$ cat src/mmu_pkg.sv
//=============================
// shared MMU types, bus register map and field positions;
// blocks use them by scoped name
//=============================
`default_nettype none

package mmu_pkg;

typedef logic [15:0] word_t;        // one bus word
typedef logic [15:0] vaddr_t;       // virtual address
typedef logic [21:0] paddr_t;       // physical address
typedef logic [3:0]  page_idx_t;    // {kernel set, page 2:0}

// what a bus address selects
typedef enum logic [2:0]
{
   sel_none,
   sel_sr0,
   sel_sr3,
   sel_par,
   sel_pdr
} reg_sel_e;

localparam int unsigned num_pages  = 16;   // 8 kernel + 8 user pairs
localparam int unsigned reg_addr_w = 13;   // low bits of the I/O page address
localparam int unsigned plf_w      = 7;    // page length and block number width
localparam int unsigned block_lsb  = 6;    // 64-byte blocks

localparam logic [reg_addr_w-1:0] sr0_addr  = 13'o17572;
localparam logic [reg_addr_w-1:0] sr3_addr  = 13'o12516;
localparam logic [reg_addr_w-1:0] kpdr_base = 13'o12300;
localparam logic [reg_addr_w-1:0] kpar_base = 13'o12340;
localparam logic [reg_addr_w-1:0] updr_base = 13'o17600;
localparam logic [reg_addr_w-1:0] upar_base = 13'o17640;

// page descriptor fields
localparam word_t       pdr_rd_mask = 16'o077516;
localparam int unsigned pdr_plf_lsb = 8;    // plf in 14:8
localparam int unsigned pdr_w_bit   = 6;    // dirty page
localparam int unsigned pdr_ed_bit  = 3;    // expansion downwards
localparam int unsigned pdr_acf_wr  = 2;
localparam int unsigned pdr_acf_res = 1;

// status register 0
localparam int unsigned sr0_nr_bit   = 15;
localparam int unsigned sr0_le_bit   = 14;
localparam int unsigned sr0_ro_bit   = 13;
localparam int unsigned sr0_mode_lsb = 5;   // mode in 6:5
localparam int unsigned sr0_page_lsb = 1;   // page in 3:1
localparam int unsigned sr0_en_bit   = 0;

// status register 3
localparam int unsigned sr3_22bit_bit = 4;
localparam int unsigned sr3_umap_bit  = 5;

endpackage

`default_nettype wire

$ cat src/mmu_regs.sv
//=============================
// CPU side of the MMU: bus address decode, SR0/SR3
// and the registered read data path
//=============================
`timescale 1ns/1ps
`default_nettype none

module mmu_regs
(
   input  logic                           clk,
   input  logic                           sr_rst,
   input  logic                           reg_wr,       // word write strobe
   input  logic                           reg_rd,       // read strobe
   input  logic [mmu_pkg::reg_addr_w-1:0] reg_addr,
   input  mmu_pkg::word_t                 reg_wdata,
   input  mmu_pkg::word_t                 par_rd,
   input  mmu_pkg::word_t                 pdr_rd,
   input  logic                           xlat_done,
   input  logic                           abort_nr,
   input  logic                           abort_le,
   input  logic                           abort_ro,
   input  mmu_pkg::page_idx_t             abort_idx,    // stage 1 page of addr_xlat
   output mmu_pkg::word_t                 reg_rdata,
   output logic                           reg_ack,
   output logic                           par_we,
   output logic                           pdr_we,
   output mmu_pkg::page_idx_t             reg_idx,
   output mmu_pkg::word_t                 wdata,
   output logic                           mmu_en,
   output logic                           en_22
);

mmu_pkg::reg_sel_e   sel;
logic                kern_set;
mmu_pkg::page_idx_t  done_idx;
mmu_pkg::word_t      sr0;
mmu_pkg::word_t      sr0_nxt;
mmu_pkg::word_t      sr3;
mmu_pkg::word_t      rd_mux;
logic                frozen;
logic                new_abort;

always_comb
begin
   sel      = mmu_pkg::sel_none;
   kern_set = 1'b0;
   if (reg_addr[12:1] == mmu_pkg::sr0_addr[12:1])
      sel = mmu_pkg::sel_sr0;
   else if (reg_addr[12:1] == mmu_pkg::sr3_addr[12:1])
      sel = mmu_pkg::sel_sr3;
   else if (reg_addr[12:4] == mmu_pkg::kpdr_base[12:4])
   begin
      sel      = mmu_pkg::sel_pdr;
      kern_set = 1'b1;
   end
   else if (reg_addr[12:4] == mmu_pkg::kpar_base[12:4])
   begin
      sel      = mmu_pkg::sel_par;
      kern_set = 1'b1;
   end
   else if (reg_addr[12:4] == mmu_pkg::updr_base[12:4])
      sel = mmu_pkg::sel_pdr;
   else if (reg_addr[12:4] == mmu_pkg::upar_base[12:4])
      sel = mmu_pkg::sel_par;
end

assign reg_idx = {kern_set, reg_addr[3:1]};
assign wdata   = reg_wdata;
assign par_we  = reg_wr & (sel == mmu_pkg::sel_par);
assign pdr_we  = reg_wr & (sel == mmu_pkg::sel_pdr);

always_ff @(posedge clk)
   done_idx <= abort_idx;                    // w_idx runs a cycle ahead of xlat_done

assign frozen = sr0[mmu_pkg::sr0_nr_bit] | sr0[mmu_pkg::sr0_le_bit]
              | sr0[mmu_pkg::sr0_ro_bit];
assign new_abort = xlat_done & (abort_nr | abort_le | abort_ro) & ~frozen;

// next SR0, the read path also sees a pending abort through it
always_comb
begin
   sr0_nxt = sr0;
   if (new_abort)
   begin
      sr0_nxt[mmu_pkg::sr0_nr_bit] = abort_nr;
      sr0_nxt[mmu_pkg::sr0_le_bit] = abort_le;
      sr0_nxt[mmu_pkg::sr0_ro_bit] = abort_ro;
      sr0_nxt[mmu_pkg::sr0_page_lsb +: 3] = done_idx[2:0];
      sr0_nxt[mmu_pkg::sr0_mode_lsb +: 2] = done_idx[3] ? 2'b00 : 2'b11;   // 11 user
   end
   if (reg_wr & (sel == mmu_pkg::sel_sr0))
   begin
      sr0_nxt[mmu_pkg::sr0_nr_bit] = reg_wdata[mmu_pkg::sr0_nr_bit];
      sr0_nxt[mmu_pkg::sr0_le_bit] = reg_wdata[mmu_pkg::sr0_le_bit];
      sr0_nxt[mmu_pkg::sr0_ro_bit] = reg_wdata[mmu_pkg::sr0_ro_bit];
      sr0_nxt[mmu_pkg::sr0_en_bit] = reg_wdata[mmu_pkg::sr0_en_bit];
   end
end

always_ff @(posedge clk)
begin
   if (sr_rst)
   begin
      sr0 <= '0;
      sr3 <= '0;
   end
   else
   begin
      sr0 <= sr0_nxt;
      if (reg_wr & (sel == mmu_pkg::sel_sr3))
      begin
         sr3[mmu_pkg::sr3_22bit_bit] <= reg_wdata[mmu_pkg::sr3_22bit_bit];
         sr3[mmu_pkg::sr3_umap_bit]  <= reg_wdata[mmu_pkg::sr3_umap_bit];   // stored only
      end
   end
end

always_comb
begin
   case (sel)
      mmu_pkg::sel_sr0: rd_mux = sr0_nxt;
      mmu_pkg::sel_sr3: rd_mux = sr3;
      mmu_pkg::sel_par: rd_mux = par_rd;
      mmu_pkg::sel_pdr: rd_mux = pdr_rd & mmu_pkg::pdr_rd_mask;
      default:          rd_mux = '0;
   endcase
end

always_ff @(posedge clk)
begin
   if (reg_rd)
      reg_rdata <= rd_mux;
end

always_ff @(posedge clk)
begin
   if (sr_rst)
      reg_ack <= 1'b0;
   else
      reg_ack <= (reg_wr | reg_rd) & (sel != mmu_pkg::sel_none);
end

assign mmu_en = sr0[mmu_pkg::sr0_en_bit];
assign en_22  = sr3[mmu_pkg::sr3_22bit_bit];

endmodule

`default_nettype wire

$ cat src/page_file.sv
//=============================
// 16 PAR/PDR pairs, one CPU port and one lookup port,
// plus the W (dirty page) bits
//=============================
`timescale 1ns/1ps
`default_nettype none

module page_file
(
   input  logic                clk,
   input  logic                par_we,
   input  logic                pdr_we,
   input  mmu_pkg::page_idx_t  reg_idx,     // CPU port page
   input  mmu_pkg::word_t      wdata,
   input  mmu_pkg::page_idx_t  look_idx,    // translation lookup page
   input  logic                w_set,
   input  mmu_pkg::page_idx_t  w_idx,
   output mmu_pkg::word_t      par_rd,
   output mmu_pkg::word_t      pdr_rd,
   output mmu_pkg::word_t      look_par,
   output mmu_pkg::word_t      look_pdr
);

mmu_pkg::word_t                par [mmu_pkg::num_pages];
mmu_pkg::word_t                pdr [mmu_pkg::num_pages];
logic [mmu_pkg::num_pages-1:0] w_bit;

always_ff @(posedge clk)
begin
   if (par_we)
      par[reg_idx] <= wdata;
   if (pdr_we)                               // plf, ed and acf only
      pdr[reg_idx] <= wdata & mmu_pkg::pdr_rd_mask
                    & ~(mmu_pkg::word_t'(1) << mmu_pkg::pdr_w_bit);
end

// a CPU write to either register of the pair wins over w_set
always_ff @(posedge clk)
begin
   if (w_set)
      w_bit[w_idx] <= 1'b1;
   if (par_we | pdr_we)
      w_bit[reg_idx] <= 1'b0;
end

always_comb
begin
   par_rd = par[reg_idx];
   pdr_rd = pdr[reg_idx];
   pdr_rd[mmu_pkg::pdr_w_bit] = w_bit[reg_idx];
end

always_comb
begin
   look_par = par[look_idx];
   look_pdr = pdr[look_idx];
end

endmodule

`default_nettype wire

$ cat src/addr_xlat.sv
//=============================
// two-stage virtual to physical translation with relocation
// adder, page limit check and access aborts
//=============================
`timescale 1ns/1ps
`default_nettype none

module addr_xlat
(
   input  logic                clk,
   input  logic                sr_rst,
   input  logic                xlat_req,
   input  logic                xlat_write,
   input  logic                user_mode,
   input  mmu_pkg::vaddr_t     va,
   input  logic                mmu_en,      // SR0 bit 0
   input  logic                en_22,       // SR3 22-bit mode
   input  mmu_pkg::word_t      look_par,
   input  mmu_pkg::word_t      look_pdr,
   output mmu_pkg::page_idx_t  look_idx,
   output logic                xlat_done,
   output mmu_pkg::paddr_t     pa,
   output logic                abort_nr,
   output logic                abort_le,
   output logic                abort_ro,
   output logic                w_set,
   output mmu_pkg::page_idx_t  w_idx
);

logic                       s1_vld;
logic                       s1_write;
mmu_pkg::page_idx_t         s1_idx;
mmu_pkg::word_t             s1_par;
mmu_pkg::word_t             s1_pdr;
mmu_pkg::vaddr_t            s1_va;

logic [mmu_pkg::plf_w-1:0]  blk;
logic [mmu_pkg::plf_w-1:0]  plf;
mmu_pkg::paddr_t            sum;
mmu_pkg::paddr_t            pa_nxt;
logic                       lim_err;
logic                       non_res;
logic                       rd_only;
logic                       any_err;

assign look_idx = {~user_mode, va[15:13]};   // kernel set has the top bit

// stage 1: request and looked up page registers
always_ff @(posedge clk)
begin
   if (sr_rst)
      s1_vld <= 1'b0;
   else
      s1_vld <= xlat_req;
end

always_ff @(posedge clk)
begin
   s1_write <= xlat_write;
   s1_idx   <= look_idx;
   s1_par   <= look_par;
   s1_pdr   <= look_pdr;
   s1_va    <= va;
end

// stage 2: relocation and checks
always_comb
begin
   blk = s1_va[mmu_pkg::block_lsb +: mmu_pkg::plf_w];
   plf = s1_pdr[mmu_pkg::pdr_plf_lsb +: mmu_pkg::plf_w];
   sum = (mmu_pkg::paddr_t'(s1_par) << mmu_pkg::block_lsb)
       + mmu_pkg::paddr_t'(s1_va[mmu_pkg::block_lsb+mmu_pkg::plf_w-1:0]);
   if (!en_22)
      sum[21:18] = 4'b0000;                  // 18-bit mode
   if (s1_pdr[mmu_pkg::pdr_ed_bit])
      lim_err = blk < plf;                   // page grows down
   else
      lim_err = blk > plf;
   non_res = ~s1_pdr[mmu_pkg::pdr_acf_res];
   rd_only = s1_pdr[mmu_pkg::pdr_acf_res] & ~s1_pdr[mmu_pkg::pdr_acf_wr] & s1_write;
   any_err = lim_err | non_res | rd_only;
   pa_nxt  = mmu_en ? sum : mmu_pkg::paddr_t'(s1_va);
end

// dirty bit goes in at the same edge as the result
assign w_set = s1_vld & mmu_en & s1_write & ~any_err;
assign w_idx = s1_idx;

always_ff @(posedge clk)
begin
   if (sr_rst)
   begin
      xlat_done <= 1'b0;
      abort_nr  <= 1'b0;
      abort_le  <= 1'b0;
      abort_ro  <= 1'b0;
   end
   else
   begin
      xlat_done <= s1_vld;
      abort_nr  <= s1_vld & mmu_en & non_res;
      abort_le  <= s1_vld & mmu_en & lim_err;
      abort_ro  <= s1_vld & mmu_en & rd_only;
   end
end

always_ff @(posedge clk)
   pa <= pa_nxt;

endmodule

`default_nettype wire

$ cat src/dc304_mmu.sv
//=============================
// DC304 memory management top level, connects the register
// block, the page file and the translation pipeline
//=============================
`timescale 1ns/1ps
`default_nettype none

module dc304_mmu
(
   input  logic                           clk,
   input  logic                           sr_rst,
   input  logic                           reg_wr,
   input  logic                           reg_rd,
   input  logic [mmu_pkg::reg_addr_w-1:0] reg_addr,
   input  mmu_pkg::word_t                 reg_wdata,
   output mmu_pkg::word_t                 reg_rdata,
   output logic                           reg_ack,
   input  logic                           xlat_req,
   input  mmu_pkg::vaddr_t                va,
   input  logic                           xlat_write,
   input  logic                           user_mode,
   output logic                           xlat_done,
   output mmu_pkg::paddr_t                pa,
   output logic                           abort_nr,
   output logic                           abort_le,
   output logic                           abort_ro
);

logic                par_we;
logic                pdr_we;
mmu_pkg::page_idx_t  reg_idx;
mmu_pkg::word_t      wdata;
mmu_pkg::word_t      par_rd;
mmu_pkg::word_t      pdr_rd;
mmu_pkg::page_idx_t  look_idx;
mmu_pkg::word_t      look_par;
mmu_pkg::word_t      look_pdr;
logic                w_set;
mmu_pkg::page_idx_t  w_idx;
logic                mmu_en;
logic                en_22;

mmu_regs u_regs
(
   .clk, .sr_rst, .reg_wr, .reg_rd, .reg_addr, .reg_wdata,
   .par_rd, .pdr_rd,
   .xlat_done, .abort_nr, .abort_le, .abort_ro,
   .abort_idx  (w_idx),                      // page of the translation in stage 1
   .reg_rdata, .reg_ack,
   .par_we, .pdr_we, .reg_idx, .wdata,
   .mmu_en, .en_22
);

page_file u_pages
(
   .clk, .par_we, .pdr_we, .reg_idx, .wdata,
   .look_idx, .w_set, .w_idx,
   .par_rd, .pdr_rd, .look_par, .look_pdr
);

addr_xlat u_xlat
(
   .clk, .sr_rst, .xlat_req, .xlat_write, .user_mode, .va,
   .mmu_en, .en_22, .look_par, .look_pdr,
   .look_idx, .xlat_done, .pa,
   .abort_nr, .abort_le, .abort_ro,
   .w_set, .w_idx
);

endmodule

`default_nettype wire

$ cat config.mk
export PLATFORM = sky130hd
export DESIGN_NAME = dc304_mmu
export DESIGN_NICKNAME = d
export VERILOG_FILES = /design/src/mmu_pkg.sv /design/src/mmu_regs.sv /design/src/page_file.sv /design/src/addr_xlat.sv /design/src/dc304_mmu.sv
export SDC_FILE = /design/constraint.sdc
export NUM_CORES = 1
export LEC_CHECK = 0
export BUFFER_PORTS_ARGS = -buffer_cell sky130_fd_sc_hd__clkbuf_2
export CAP_MARGIN = 20
export CORE_UTILIZATION = 56
export DETAILED_ROUTE_END_ITERATION = 16
export HOLD_SLACK_MARGIN = 0.06
export PLACE_DENSITY = 0.77
export SLEW_MARGIN = 15
export SYNTH_ARGS = -nofsm -noshare
export SYNTH_HDL_FRONTEND = slang
export SYNTH_HIERARCHICAL = 1
export SYNTH_SLANG_ARGS = --single-unit
$ cat constraint.sdc
create_clock -name clk -period 2.9 [get_ports clk]
set_input_delay 0.435 -clock clk [delete_from_list [all_inputs] [get_ports clk]]
set_output_delay 0.435 -clock clk [all_outputs]
set_load 0.03 [all_outputs]
# Word level (Yosys, flattened, before mapping)
# Memories as Yosys holds them, arrays and structs flattened. A register that Yosys moved wholly into a read port is not among the register bits.
# Index checks and enable logic that the tools add are counted.
# totals
ff_bits	96
ram_bits	416
elab_cells	102
memories	2
# memory_table
name	depth	word_bits	rd	rd_ports_with_merged_regs	write_ports	line	text
u_pages.par	16	16	2	1	1	page_file.sv:24	mmu_pkg::word_t par [mmu_pkg::num_pages];
u_pages.pdr	16	10	2	1	1	page_file.sv:25	mmu_pkg::word_t pdr [mmu_pkg::num_pages];
# classes
addsub	1
n_lt_le_gt_ge	6
eq_ne	10
mux	31
bitwise	31
reduce_logical	4
# ops
operator	count
$pmux 16 s4	1
$mux 16	3
$eq 9x9->1 const B	4
$eq 12x12->1 const B	2
$mux 3	8
$add 22x13->22	1
$and 16x16->16	1
$not 16->16	1
$or 16x16->16	1
$and 1x1->1	15
$mux 1	13
$lt 4x5->1 const B	2
$demux 1 s4	2
$ge 4x1->1 const B	2
$or 1x1->1	8
$gt 7x7->1	1
$lt 7x7->1	1
$eq 3x2->1 const B	2
$mux 2	3
$not 1->1	5
$bmux 1 s4	1
$eq 3x1->1 const B	1
$eq 3x3->1 const B	1
$reduce_bool 3->1	1
other kinds (2)	3

# Depth between registers and ports, before layout
# Gate-level depths: netlist of the first run.
# logic_depth
ltp_word	12
depth_mapped	11
depth_no_buf	10

# Cells and area by module
# Netlist of the first run, hierarchy kept.
# modules_own_cells
mod	n_inst	cells_per_inst	area_each_um2	seq_area_each_um2
page_file	1	995	19780.2	12812.3
addr_xlat	1	199	2348.5	1421.4
mmu_regs	1	155	1639.1	800.8

# Least setup slack after synthesis of the first run
# No wires, ideal clock.
# synth_timing
path_type	input -> register
startpoint	in reg_addr[12] (netlist name)
endpoint	mem u_pages/par[11][0] (netlist name) (enable)
arrival_ps	2376
slack_ps	136
path_stages	6
path_cell_list	nand3_1 or4_1 a21oi_1 and3_1 nand3_1 nor2_1
# synth_between
elab_chain_len	11
elab_cells_between_ends	20
cone_classes	eq/ne: 7; mux: 12; bitwise: 1
# synth_rtl
item	line	text
start: declaration	dc304_mmu.sv:14	input logic [mmu_pkg::reg_addr_w-1:0] reg_addr,
$eq 9x9->1	mmu_regs.sv:63	else if (reg_addr[12:4] == mmu_pkg::upar_base[12:4])
$mux 2	mmu_regs.sv:63	
$mux 3	mmu_regs.sv:61	else if (reg_addr[12:4] == mmu_pkg::updr_base[12:4])
$mux 3	mmu_regs.sv:56	else if (reg_addr[12:4] == mmu_pkg::kpar_base[12:4])
$mux 3	mmu_regs.sv:51	else if (reg_addr[12:4] == mmu_pkg::kpdr_base[12:4])
$mux 3	mmu_regs.sv:49	else if (reg_addr[12:1] == mmu_pkg::sr3_addr[12:1])
$mux 3 *	mmu_regs.sv:47	if (reg_addr[12:1] == mmu_pkg::sr0_addr[12:1])
$eq 3x2->1 *	mmu_regs.sv:69	assign par_we = reg_wr & (sel == mmu_pkg::sel_par);
$and 1x1->1 *	mmu_regs.sv:69	
via par_we	dc304_mmu.sv:29	logic par_we;
$mux 1 *	page_file.sv:30	if (par_we)
$mux 1 (not written as such) *	page_file.sv:31	par[reg_idx] <= wdata;
end: declaration	page_file.sv:24	
# Mark *: on every way through the listed nets, which the timed path passes. The rest lies on a longest branch.

# Worst setup path after layout of the first run
# layout_timing
startpoint	reg u_xlat.s1_va[10]
endpoint	reg u_pages/w_bit[4] (netlist name)
# layout_between
elab_chain_len	9
elab_cells_between_ends	10
cone_classes	order compare: 2; mux: 3; bitwise: 5
# layout_rtl
item	line	text
start: declaration	addr_xlat.sv:35	mmu_pkg::vaddr_t s1_va;
start signal: assignment	addr_xlat.sv:63	s1_va <= va;
$gt 7x7->1 or $lt 7x7->1 (tied branches)	addr_xlat.sv:78, addr_xlat.sv:76	
$mux 1 *	addr_xlat.sv:75	if (s1_pdr[mmu_pkg::pdr_ed_bit])
$or 1x1->1 * (2 in series)	addr_xlat.sv:81	any_err = lim_err | non_res | rd_only;
$not 1->1 *	addr_xlat.sv:86	assign w_set = s1_vld & mmu_en & s1_write & ~any_err;
$and 1x1->1 *	addr_xlat.sv:86	
via w_set	dc304_mmu.sv:38	logic w_set;
$mux 16 *	page_file.sv:40	if (w_set)
$and 16x16->16 (no line)	-	
$mux 16 *	page_file.sv:42	if (par_we | pdr_we)
end signal: indexed assignment	page_file.sv:41	w_bit[w_idx] <= 1'b1;
end signal: indexed assignment	page_file.sv:43	w_bit[reg_idx] <= 1'b0;
end: declaration	page_file.sv:26	logic [mmu_pkg::num_pages-1:0] w_bit;
# Marks and branches as above.
# A chain may end at the register's enable or synchronous reset.

==> results.json, run 1 <==
{
  "outcome": "finished clean",
  "drt_pass1_iterations": 6,
  "setup_ws_ns": 0.5126,
  "drive_gt1_share_pct": 31.49,
  "dp.final_hpwl_um": 39250,
  "final_nets": 1563,
  "io_buffer_count": 93,
  "period_share_pct": 82.33,
  "switching_share_pct": 22.31,
  "internal_power_w": 0.01265,
  "gp_congestion": 0.8928,
  "worstSetupPathType": "reg2reg",
  "path_common_cell": "a21oi_1",
  "end_kind": "flip-flop",
  "ioPinCount": 95,
  "cts_htree_levels": 2,
  "critPathRequiredTime_ns": 3.45,
  "grt_pass1_wl_um": 90460,
  "hold_viol_final": 0,
  "cp_max_fo": 5,
  "first_global_vias": 14004,
  "rows": 74,
  "post-route-drc-count": 0,
  "p_per_area_nw_per_um2": 601.1,
  "max_stage_delay_ns": 0.45,
  "cts_max_path_buffers": 3,
  "critical_path.cell_chain": "ha_1 > a21oi_1 > nor2_1 > a211oi_1 > or3_1 > and4_1 > nor3b_1 > a21oi_1 > a21oi_1",
  "die_h_um": 207.6,
  "antenna_found_initial": 1,
  "cts_resized": 0,
  "postRouteWirelength_um": 60650,
  "ant_nets": 0,
  "total_leakage_power_nw": 9.381,
  "cts_tree": "built",
  "drt-initial-drc-count": 2253,
  "grt_usage_pct": 28.65,
  "maxCapViolCount": 0,
  "p_comb_share_pct": 7.6,
  "start_util_pct": 57.35,
  "root_buffer": "clkbuf_16",
  "drt-wirelength-per-cell_um": 29.26,
  "syn-instance-count": 1337,
  "start_kind": "flip-flop",
  "p_seq_share_pct": 51.7,
  "hp-class": "in2reg",
  "grt_max_degree": 45,
  "cts_inserted_buffers": 54,
  "finalSetupViolCount": 0,
  "relSlewSlack_pct": 31.95,
  "synthToLayoutAreaGrowth_pct": 14.39,
  "clkSinkCount": 535,
  "cp_slowest_cell": "dfxtp_1",
  "worstSkewPairLatency_ns": 0.62,
  "rsz0062_at_grt": "no",
  "vias": 14173,
  "tns_ns": 0,
  "yosys_warnings": 6,
  "clk_pin_slew_ns": 0.06,
  "fmax_mhz": 418.9,
  "fin_hold_ws_ns": 0.07636,
  "finClkSkew_ns": 0.02444,
  "syn_avg_cell_area_um2": 17.71,
  "die_w_um": 207.6,
  "pre_cts_ws_ns": -0.02192,
  "crit_arrival_ns": 2.93,
  "slew_violations": 0,
  "via_per_inst": 6.837,
  "synth_nets": 1404,
  "p_sw_w": 0.003633,
  "synth.cell_area_um2": 23680,
  "post-route-min-period_ns": 2.387,
  "die_area_um2": 43110,
  "total_power_w": 0.01628,
  "core_area_um2": 41290,
  "p_clk_share_pct": 40.7,
  "ir_drop_v": 0.0003860,
  "tightest_slew_ns": 1.017,
  "gr-total-overflow": 0
}
[layout by cell type, fill, tap and decap left out, types with 25 or more instances in the layout]
cell type,count
a21oi_1,40
clkbuf_16,54
mux4_2,176
dfxtp_1,103
nor2_1,58
mux4_1,36
edfxtp_1,432
a22oi_1,106
clkbuf_2,89
nand2_1,74
buf_12,25
buf_4,85
[per-stage QoR]
| step | std cells | instance area, µm² | utilization [%] |
|---|---|---|---|
| final | 2073 | 27090 | 65.60 |
| after global routing | 2072 | 27090 | 65.59 |
| after CTS | 2071 | 27080 | 65.57 |
| after detailed placement | 1956 | 25260 | 61.16 |
| after global placement | 1956 | 25260 | 61.16 |
| after floorplan | 1337 | 23680 | - |
[power by group through the flow]
stage          Combinational, W  Sequential, W  Clock [W]
3_5_place_dp            0.00120        0.00858          0
5_1_grt                 0.00130        0.00843    0.00698
2_1_floorplan          0.000794        0.00859          0
4_1_cts                 0.00123        0.00842    0.00670
6_report                0.00123        0.00842    0.00662
3_3_place_gp            0.00118        0.00858          0
[state kept, by name, indices dropped and copies added (netlist names), 9 cells and up]
name,cells
u_regs/sr0,9
u_xlat/pa,22
u_pages/pdr,160
u_xlat/s1_va,15
u_regs/reg_rdata,16
u_pages/par,256
u_pages/w_bit,16
u_xlat/s1_pdr,10
u_xlat/s1_par,16
[what timing repair did]
action / 4_1_cts / 5_1_grt
hold buffers: 15 / 0
setup buffers: 0 / 0
endpoints found under the hold margin: 15 / 0
[worst paths after layout]
check                    from  slack, ns  depth (start not counted)                to
max          u_xlat/s1_va[10]       0.51                          9  u_pages/w_bit[4]
min reg2reg   u_xlat/s1_va[5]       0.33                          0      u_xlat/pa[5]
max reg2reg  u_xlat/s1_va[10]       0.51                          9  u_pages/w_bit[4]
min                  xlat_req       0.08                          2     u_xlat/s1_vld
[critical path, delay by kind of cell, from the launching register on]
kind | cells | cell delay (ns)
flip-flops | 1 | 0.45
adder cells (fa/ha/maj) | 1 | 0.30
AO/OA/AOI/OAI | 4 | 0.66
AND/OR/NAND/NOR | 4 | 0.91
[final cells by class]
class	count	area, µm²
diodes	1	2.502
clock buffers	72	1449
clock inverters	28	224.0
fillers	2677	14210
inverters	22	82.58
multi-input cells	667	7874
flip-flops and latches	535	15030
well taps	532	665.6
repair buffers	216	1757
[per-layer routing]
layer	share of wire [%]	up-vias	global-route usage (%)
li1	-	5822	-
met1	38	7289	40.78
met2	48	962	45.18
met3	12	100	6.520
met4	2.4	0	7.535
met5	0	-	0
Power figures use the tool's default switching activity.
==> run 2: changes to the inputs <==
--- a/config.mk
+++ b/config.mk
@@ -7,10 +7,10 @@
 export LEC_CHECK = 0
 export BUFFER_PORTS_ARGS = -buffer_cell sky130_fd_sc_hd__clkbuf_2
 export CAP_MARGIN = 20
-export CORE_UTILIZATION = 56
+export CORE_UTILIZATION = 60
 export DETAILED_ROUTE_END_ITERATION = 16
 export HOLD_SLACK_MARGIN = 0.06
-export PLACE_DENSITY = 0.77
+export PLACE_DENSITY = 0.79
 export SLEW_MARGIN = 15
 export SYNTH_ARGS = -nofsm -noshare
 export SYNTH_HDL_FRONTEND = slang
==> constraint.sdc (replaced) <==
create_clock -name clk -period 2.3 [get_ports clk]
set_input_delay 0.345 -clock clk [delete_from_list [all_inputs] [get_ports clk]]
set_output_delay 0.345 -clock clk [all_outputs]
set_load 0.03 [all_outputs]
==> results.json, run 2 (synthesis results as in run 1) <==
{
  "outcome": "finished clean",
  "die_area_um2": 40270,
  "slew_violations": 0,
  "utilization_pct": 72.56,
  "root_buffer": "clkbuf_16",
  "ioPinCount": 95,
  "maxCapViolCount": 0,
  "antenna_cells": 0,
  "antenna_found_initial": 0,
  "cts_max_path_buffers": 3,
  "largest_register_ffs": 256,
  "hp-class": "in2reg",
  "via_per_inst": 7.091,
  "p_comb_share_pct": 8.4,
  "fmax_mhz": 460.3,
  "use_met2_pct": 53.76,
  "critPathRequiredTime_ns": 2.79,
  "drt_pass1_iterations": 5,
  "io_buffer_count": 93,
  "clkSinkCount": 535,
  "start_kind": "flip-flop",
  "ant_nets": 0,
  "synthToLayoutAreaGrowth_pct": 18.97,
  "p_sw_w": 0.004611,
  "switching_share_pct": 22.33,
  "gr-total-overflow": 0,
  "cp_max_fo": 5,
  "cts_inserted_buffers": 53,
  "post-route-min-period_ns": 2.172,
  "clk_pin_slew_ns": 0.06,
  "rows": 72,
  "finalSetupViolCount": 0,
  "fin_hold_ws_ns": 0.1132,
  "final_nets": 1613,
  "regArea_um2": 15030,
  "p_clk_share_pct": 40.2,
  "cts_tree": "built",
  "final_common_cell": "edfxtp_1",
  "grt_pass1_wl_um": 97230,
  "p_seq_share_pct": 51.4,
  "crit_arrival_ns": 2.66,
  "die_w_um": 200.7,
  "die_h_um": 200.7,
  "drt-wirelength-per-cell_um": 31.38,
  "finClkSkew_ns": 0.01280,
  "tightest_slew_ns": 1.046,
  "p_per_area_nw_per_um2": 733.0,
  "gp_congestion": 0.9228,
  "drive_gt1_share_pct": 35.60,
  "worstSetupPathType": "reg2reg",
  "rsz0062_at_grt": "no",
  "ir_drop_v": 0.0004517,
  "multi_input_area_um2": 8162,
  "relSlewSlack_pct": 29.97,
  "fillerInstances": 2164,
  "worstSkewPairLatency_ns": 0.60,
  "hold_viol_final": 0,
  "total_power_w": 0.02065,
  "final_cell_mix": "edfxtp_1 (432), mux4_2 (176), a22oi_1 (106), dfxtp_1 (103), buf_4 (99)",
  "end_kind": "flip-flop",
  "dp.final_hpwl_um": 43490,
  "vias": 14947,
  "start_util_pct": 60.99,
  "cts_htree_levels": 2,
  "grt_max_degree": 35,
  "postRouteWirelength_um": 66140,
  "total_leakage_power_nw": 9.743,
  "drt-initial-drc-count": 2012,
  "grt_busiest_layer": "met2",
  "first_global_vias": 14961,
  "reg_top3": "u_pages/par x256, u_pages/pdr x160, u_xlat/pa x22",
  "setup_ws_ns": 0.1276,
  "gr-usage-met3_pct": 7.922,
  "post-route-drc-count": 0,
  "internal_power_w": 0.01604,
  "grt_util_met1_pct": 44.59,
  "period_share_pct": 94.45,
  "grt_usage_pct": 33.50,
  "pre_cts_ws_ns": -0.2671,
  "top_register": "u_pages/par",
  "core_area_um2": 38830
}
run 2: cell types whose count changed in the layout (fill, tap and decap cells not counted), sizes merged:
cell / delta
buf: +51
clkbuf: +4
clkinv: -4
diode: -1
inv: -1
run 2: path summary, 6_finish.rpt:
path                     from                to  slack [ns]  depth (start not counted)
max          u_xlat/s1_va[12]  u_pages/w_bit[8]        0.13                         10
min reg2reg   u_xlat/s1_va[2]      u_xlat/pa[2]        0.33                          0
max reg2reg  u_xlat/s1_va[12]  u_pages/w_bit[8]        0.13                         10
min                    va[15]   u_xlat/w_idx[2]        0.11                          2
run 2: repair_timing:
item,in CTS,in global routing
hold buffers,15,0
buffers inserted,0,0
setup endpoints to repair,0,3
resized for setup,0,3
endpoints found under the hold margin,15,0
run 2: per-layer routing:
layer  vias up  share of wire, %
li1       5939                 -
met1      7584                35
met2      1224                48
met3       200                12
met4         0               4.5
met5         -                 0
run 2: area by class of cell:
class | instances | share of cell area, %
clock inverter | 23 | 0.6395
timing repair buffer | 267 | 9.237
clock buffer | 76 | 5.200
multi-input combinational | 667 | 28.97
tap | 518 | 2.300
inverter | 22 | 0.2931
sequential | 535 | 53.36
run 2: power by group through the flow:
stage               registers [W]  logic, W  clock network (W)
finish                     0.0106   0.00174            0.00830
global route               0.0106   0.00182            0.00875
CTS                        0.0106   0.00171            0.00839
detailed placement         0.0108   0.00167                  0
global placement           0.0108   0.00163                  0
floorplan                  0.0108   0.00101                  0
run 2: worst max-delay path, stage by stage (launching register included):
cell      delay, ns
dfxtp_1        0.37
ha_1           0.34
nand2_1        0.06
nor2_1         0.10
a211oi_1       0.06
or3_1          0.38
and4_4         0.23
nor3b_2        0.15
buf_4          0.17
a21oi_1        0.15
a21oi_1        0.05
run 2: metrics by stage:
stage                     std cells  setup TNS [ns]  instance area (µm²)
after floorplan                1337               0                23980
after global placement         1994          -68.87                26370
after detailed placement       1994          -86.73                26370
after CTS                      2108               0                28170
after global routing           2108               0                28170
final                          2108               0                28170
==> run 3: changes to the inputs <==
--- a/config.mk
+++ b/config.mk
@@ -6,7 +6,6 @@
 export NUM_CORES = 1
 export LEC_CHECK = 0
 export BUFFER_PORTS_ARGS = -buffer_cell sky130_fd_sc_hd__clkbuf_2
-export CAP_MARGIN = 20
 export CORE_UTILIZATION = 60
 export DETAILED_ROUTE_END_ITERATION = 16
 export HOLD_SLACK_MARGIN = 0.06
@@ -14,5 +13,4 @@
 export SLEW_MARGIN = 15
 export SYNTH_ARGS = -nofsm -noshare
 export SYNTH_HDL_FRONTEND = slang
-export SYNTH_HIERARCHICAL = 1
 export SYNTH_SLANG_ARGS = --single-unit
==> results.json, run 3 <==
{
  "slew_violations": 0,
  "period_share_pct": 91.53,
  "dp.final_hpwl_um": 38980,
  "p_per_area_nw_per_um2": 732.2,
  "ys_types": 60,
  "tightest_slew_ns": 0.7570,
  "total_power_w": 0.02050,
  "die_h_um": 199.4,
  "critPathRequiredTime_ns": 2.80,
  "syn_avg_cell_area_um2": 19.22,
  "final_nets": 1489,
  "hold_viol_final": 0,
  "end_kind": "flip-flop",
  "drive_gt1_share_pct": 41.43,
  "syn-instance-count": 1217,
  "finalSetupViolCount": 0,
  "core_area_um2": 38020,
  "start_kind": "flip-flop",
  "post-route-min-period_ns": 2.105,
  "first_global_vias": 14235,
  "gr-total-overflow": 0,
  "final_cell_mix": "edfxtp_1 (432), mux4_2 (260), dfxtp_1 (103), clkbuf_2 (89), buf_4 (63)",
  "synthTopCellsByArea": "edfxtp_1 (55%), mux4_2 (25%), dfxtp_1 (8.8%)",
  "fillerInstances": 2184,
  "hp-class": "in2reg",
  "crit_arrival_ns": 2.60,
  "ant_nets": 0,
  "clk_pin_slew_ns": 0.06,
  "clkSinkCount": 535,
  "cts_max_path_buffers": 3,
  "via_per_inst": 6.994,
  "worstSetupPathType": "reg2reg",
  "io_buffer_count": 93,
  "tns_ns": 0,
  "maxCapViolCount": 0,
  "ioPinCount": 95,
  "grt_max_degree": 47,
  "top_register": "u_pages.par",
  "die_area_um2": 39770,
  "yosys-top-cells-count": "edfxtp_1 (432), mux4_2 (260), dfxtp_1 (103), clkbuf_1 (40), a21oi_1 (38)",
  "regArea_um2": 15030,
  "postRouteWirelength_um": 62280,
  "finClkSkew_ns": 0.01463,
  "die_w_um": 199.4,
  "start_util_pct": 61.51,
  "drt-initial-drc-count": 1713,
  "fmax_mhz": 475.0,
  "cts_tree": "built",
  "rows": 71,
  "gp_congestion": 0.9252,
  "synth_nets": 1284,
  "cts_htree_levels": 2,
  "total_leakage_power_nw": 9.525,
  "rsz0062_at_grt": "no",
  "relSlewSlack_pct": 49.23,
  "synthToLayoutAreaGrowth_pct": 19.72,
  "vias": 13820,
  "yosysTopAreaCell": "edfxtp_1",
  "root_buffer": "clkbuf_16",
  "async_flop_share_pct": 0,
  "synthMostInstantiatedCell": "edfxtp_1",
  "worstSkewPairLatency_ns": 0.60,
  "synth_top_area_share_pct": 55.47,
  "cts_inserted_buffers": 52,
  "multi_input_area_um2": 8248,
  "ys.flop_type": "edfxtp_1",
  "drt_pass1_iterations": 5,
  "reg_top3": "u_pages.par x256, u_pages.pdr x160, u_xlat.pa x22",
  "post-route-drc-count": 0,
  "final_common_cell": "edfxtp_1",
  "cp_max_fo": 6,
  "grt_pass1_wl_um": 90670,
  "synth_edf_count": 432,
  "drt-wirelength-per-cell_um": 31.52,
  "antenna_found_initial": 2,
  "ys_ff_latch": 535,
  "ir_drop_v": 0.0005566,
  "antenna_cells": 0,
  "grt_usage_pct": 32.62,
  "largest_register_ffs": 256,
  "yosys_warnings": 0,
  "synth.cell_area_um2": 23390,
  "outcome": "finished clean",
  "fin_hold_ws_ns": 0.1624,
  "ys_seq_area_share_pct": 64.28
}
## run 3: power breakdown
part | switching [W] | internal [W] | total (W)
Clock | 0.00358 | 0.00470 | 0.00828
Sequential | 0.0000909 | 0.0105 | 0.0106
Combinational | 0.000849 | 0.000738 | 0.00159
Total | 0.00452 | 0.0160 | 0.0205
## run 3: worst paths after layout
path / startpoint / end / slack [ns] / cells after the start
setup / recovery: u_xlat.s1_va[10] / u_xlat.pa[21] / 0.19 / 6
hold / removal: reg_wdata[7] / u_pages.par[14][7] / 0.16 / 1
setup reg to reg: u_xlat.s1_va[10] / u_xlat.pa[21] / 0.19 / 6
hold reg to reg: u_xlat.s1_va[2] / u_xlat.pa[2] / 0.33 / 0
## run 3: area by class of cell
| class | count | area share [%] |
|---|---|---|
| Inverter | 33 | 0.4424 |
| Clock inverter | 25 | 0.7239 |
| Clock buffer | 72 | 5.139 |
| Timing Repair Buffer | 230 | 8.258 |
| Sequential cell | 535 | 53.70 |
| Multi-Input combinational cell | 570 | 29.46 |
| Tap cell | 511 | 2.283 |
## run 3: metal layers
metal	vias to the layer above	part of all wire, %	track usage (%)
met2	974	49	52.64
met3	148	12	8.878
met4	4	3.7	13.66
met5	-	0.045	0
met1	7115	35	42.26
li1	5579	-	-
## run 3: worst max-delay path, stage by stage, from the launching register on
cell and delay [ns]:
dfxtp_1 0.34, ha_1 0.39, nand3_1 0.13, o2111ai_1 0.30, or4b_2 0.63, xor2_1 0.15, nor2_1 0.05
## run 3: logic make-up after synthesis
logic type                 after synthesis  synth area share [%]
DFF                                    535                 64.28
muxes                                  279                 25.88
and+or+nand+nor                        166                 3.713
buffers and inverters                  112                 2.156
AOI/OAI and AO/OA                      102                 2.835
adders and majority gates               15                0.8346
xor gates and xnor gates                 8                0.2996
## run 3: through the flow
step,setup slack (ns),std cells,cell area (µm²),utilization [%]
finish,0.1949,1976,28000,73.64
global route,0.07212,1976,28000,73.64
CTS,0.09118,1976,27980,73.60
detailed placement,-0.1412,1864,26190,68.88
global placement,-0.1185,1864,26190,68.88
floorplan,-0.1390,1217,23890,-
## run 3: timing repair
item	4_1_cts	5_1_grt
gates resized for setup	1	4
endpoints found under the setup margin	1	3
endpoints found under the hold margin	15	0
hold buffers	15	0
setup buffers	0	0
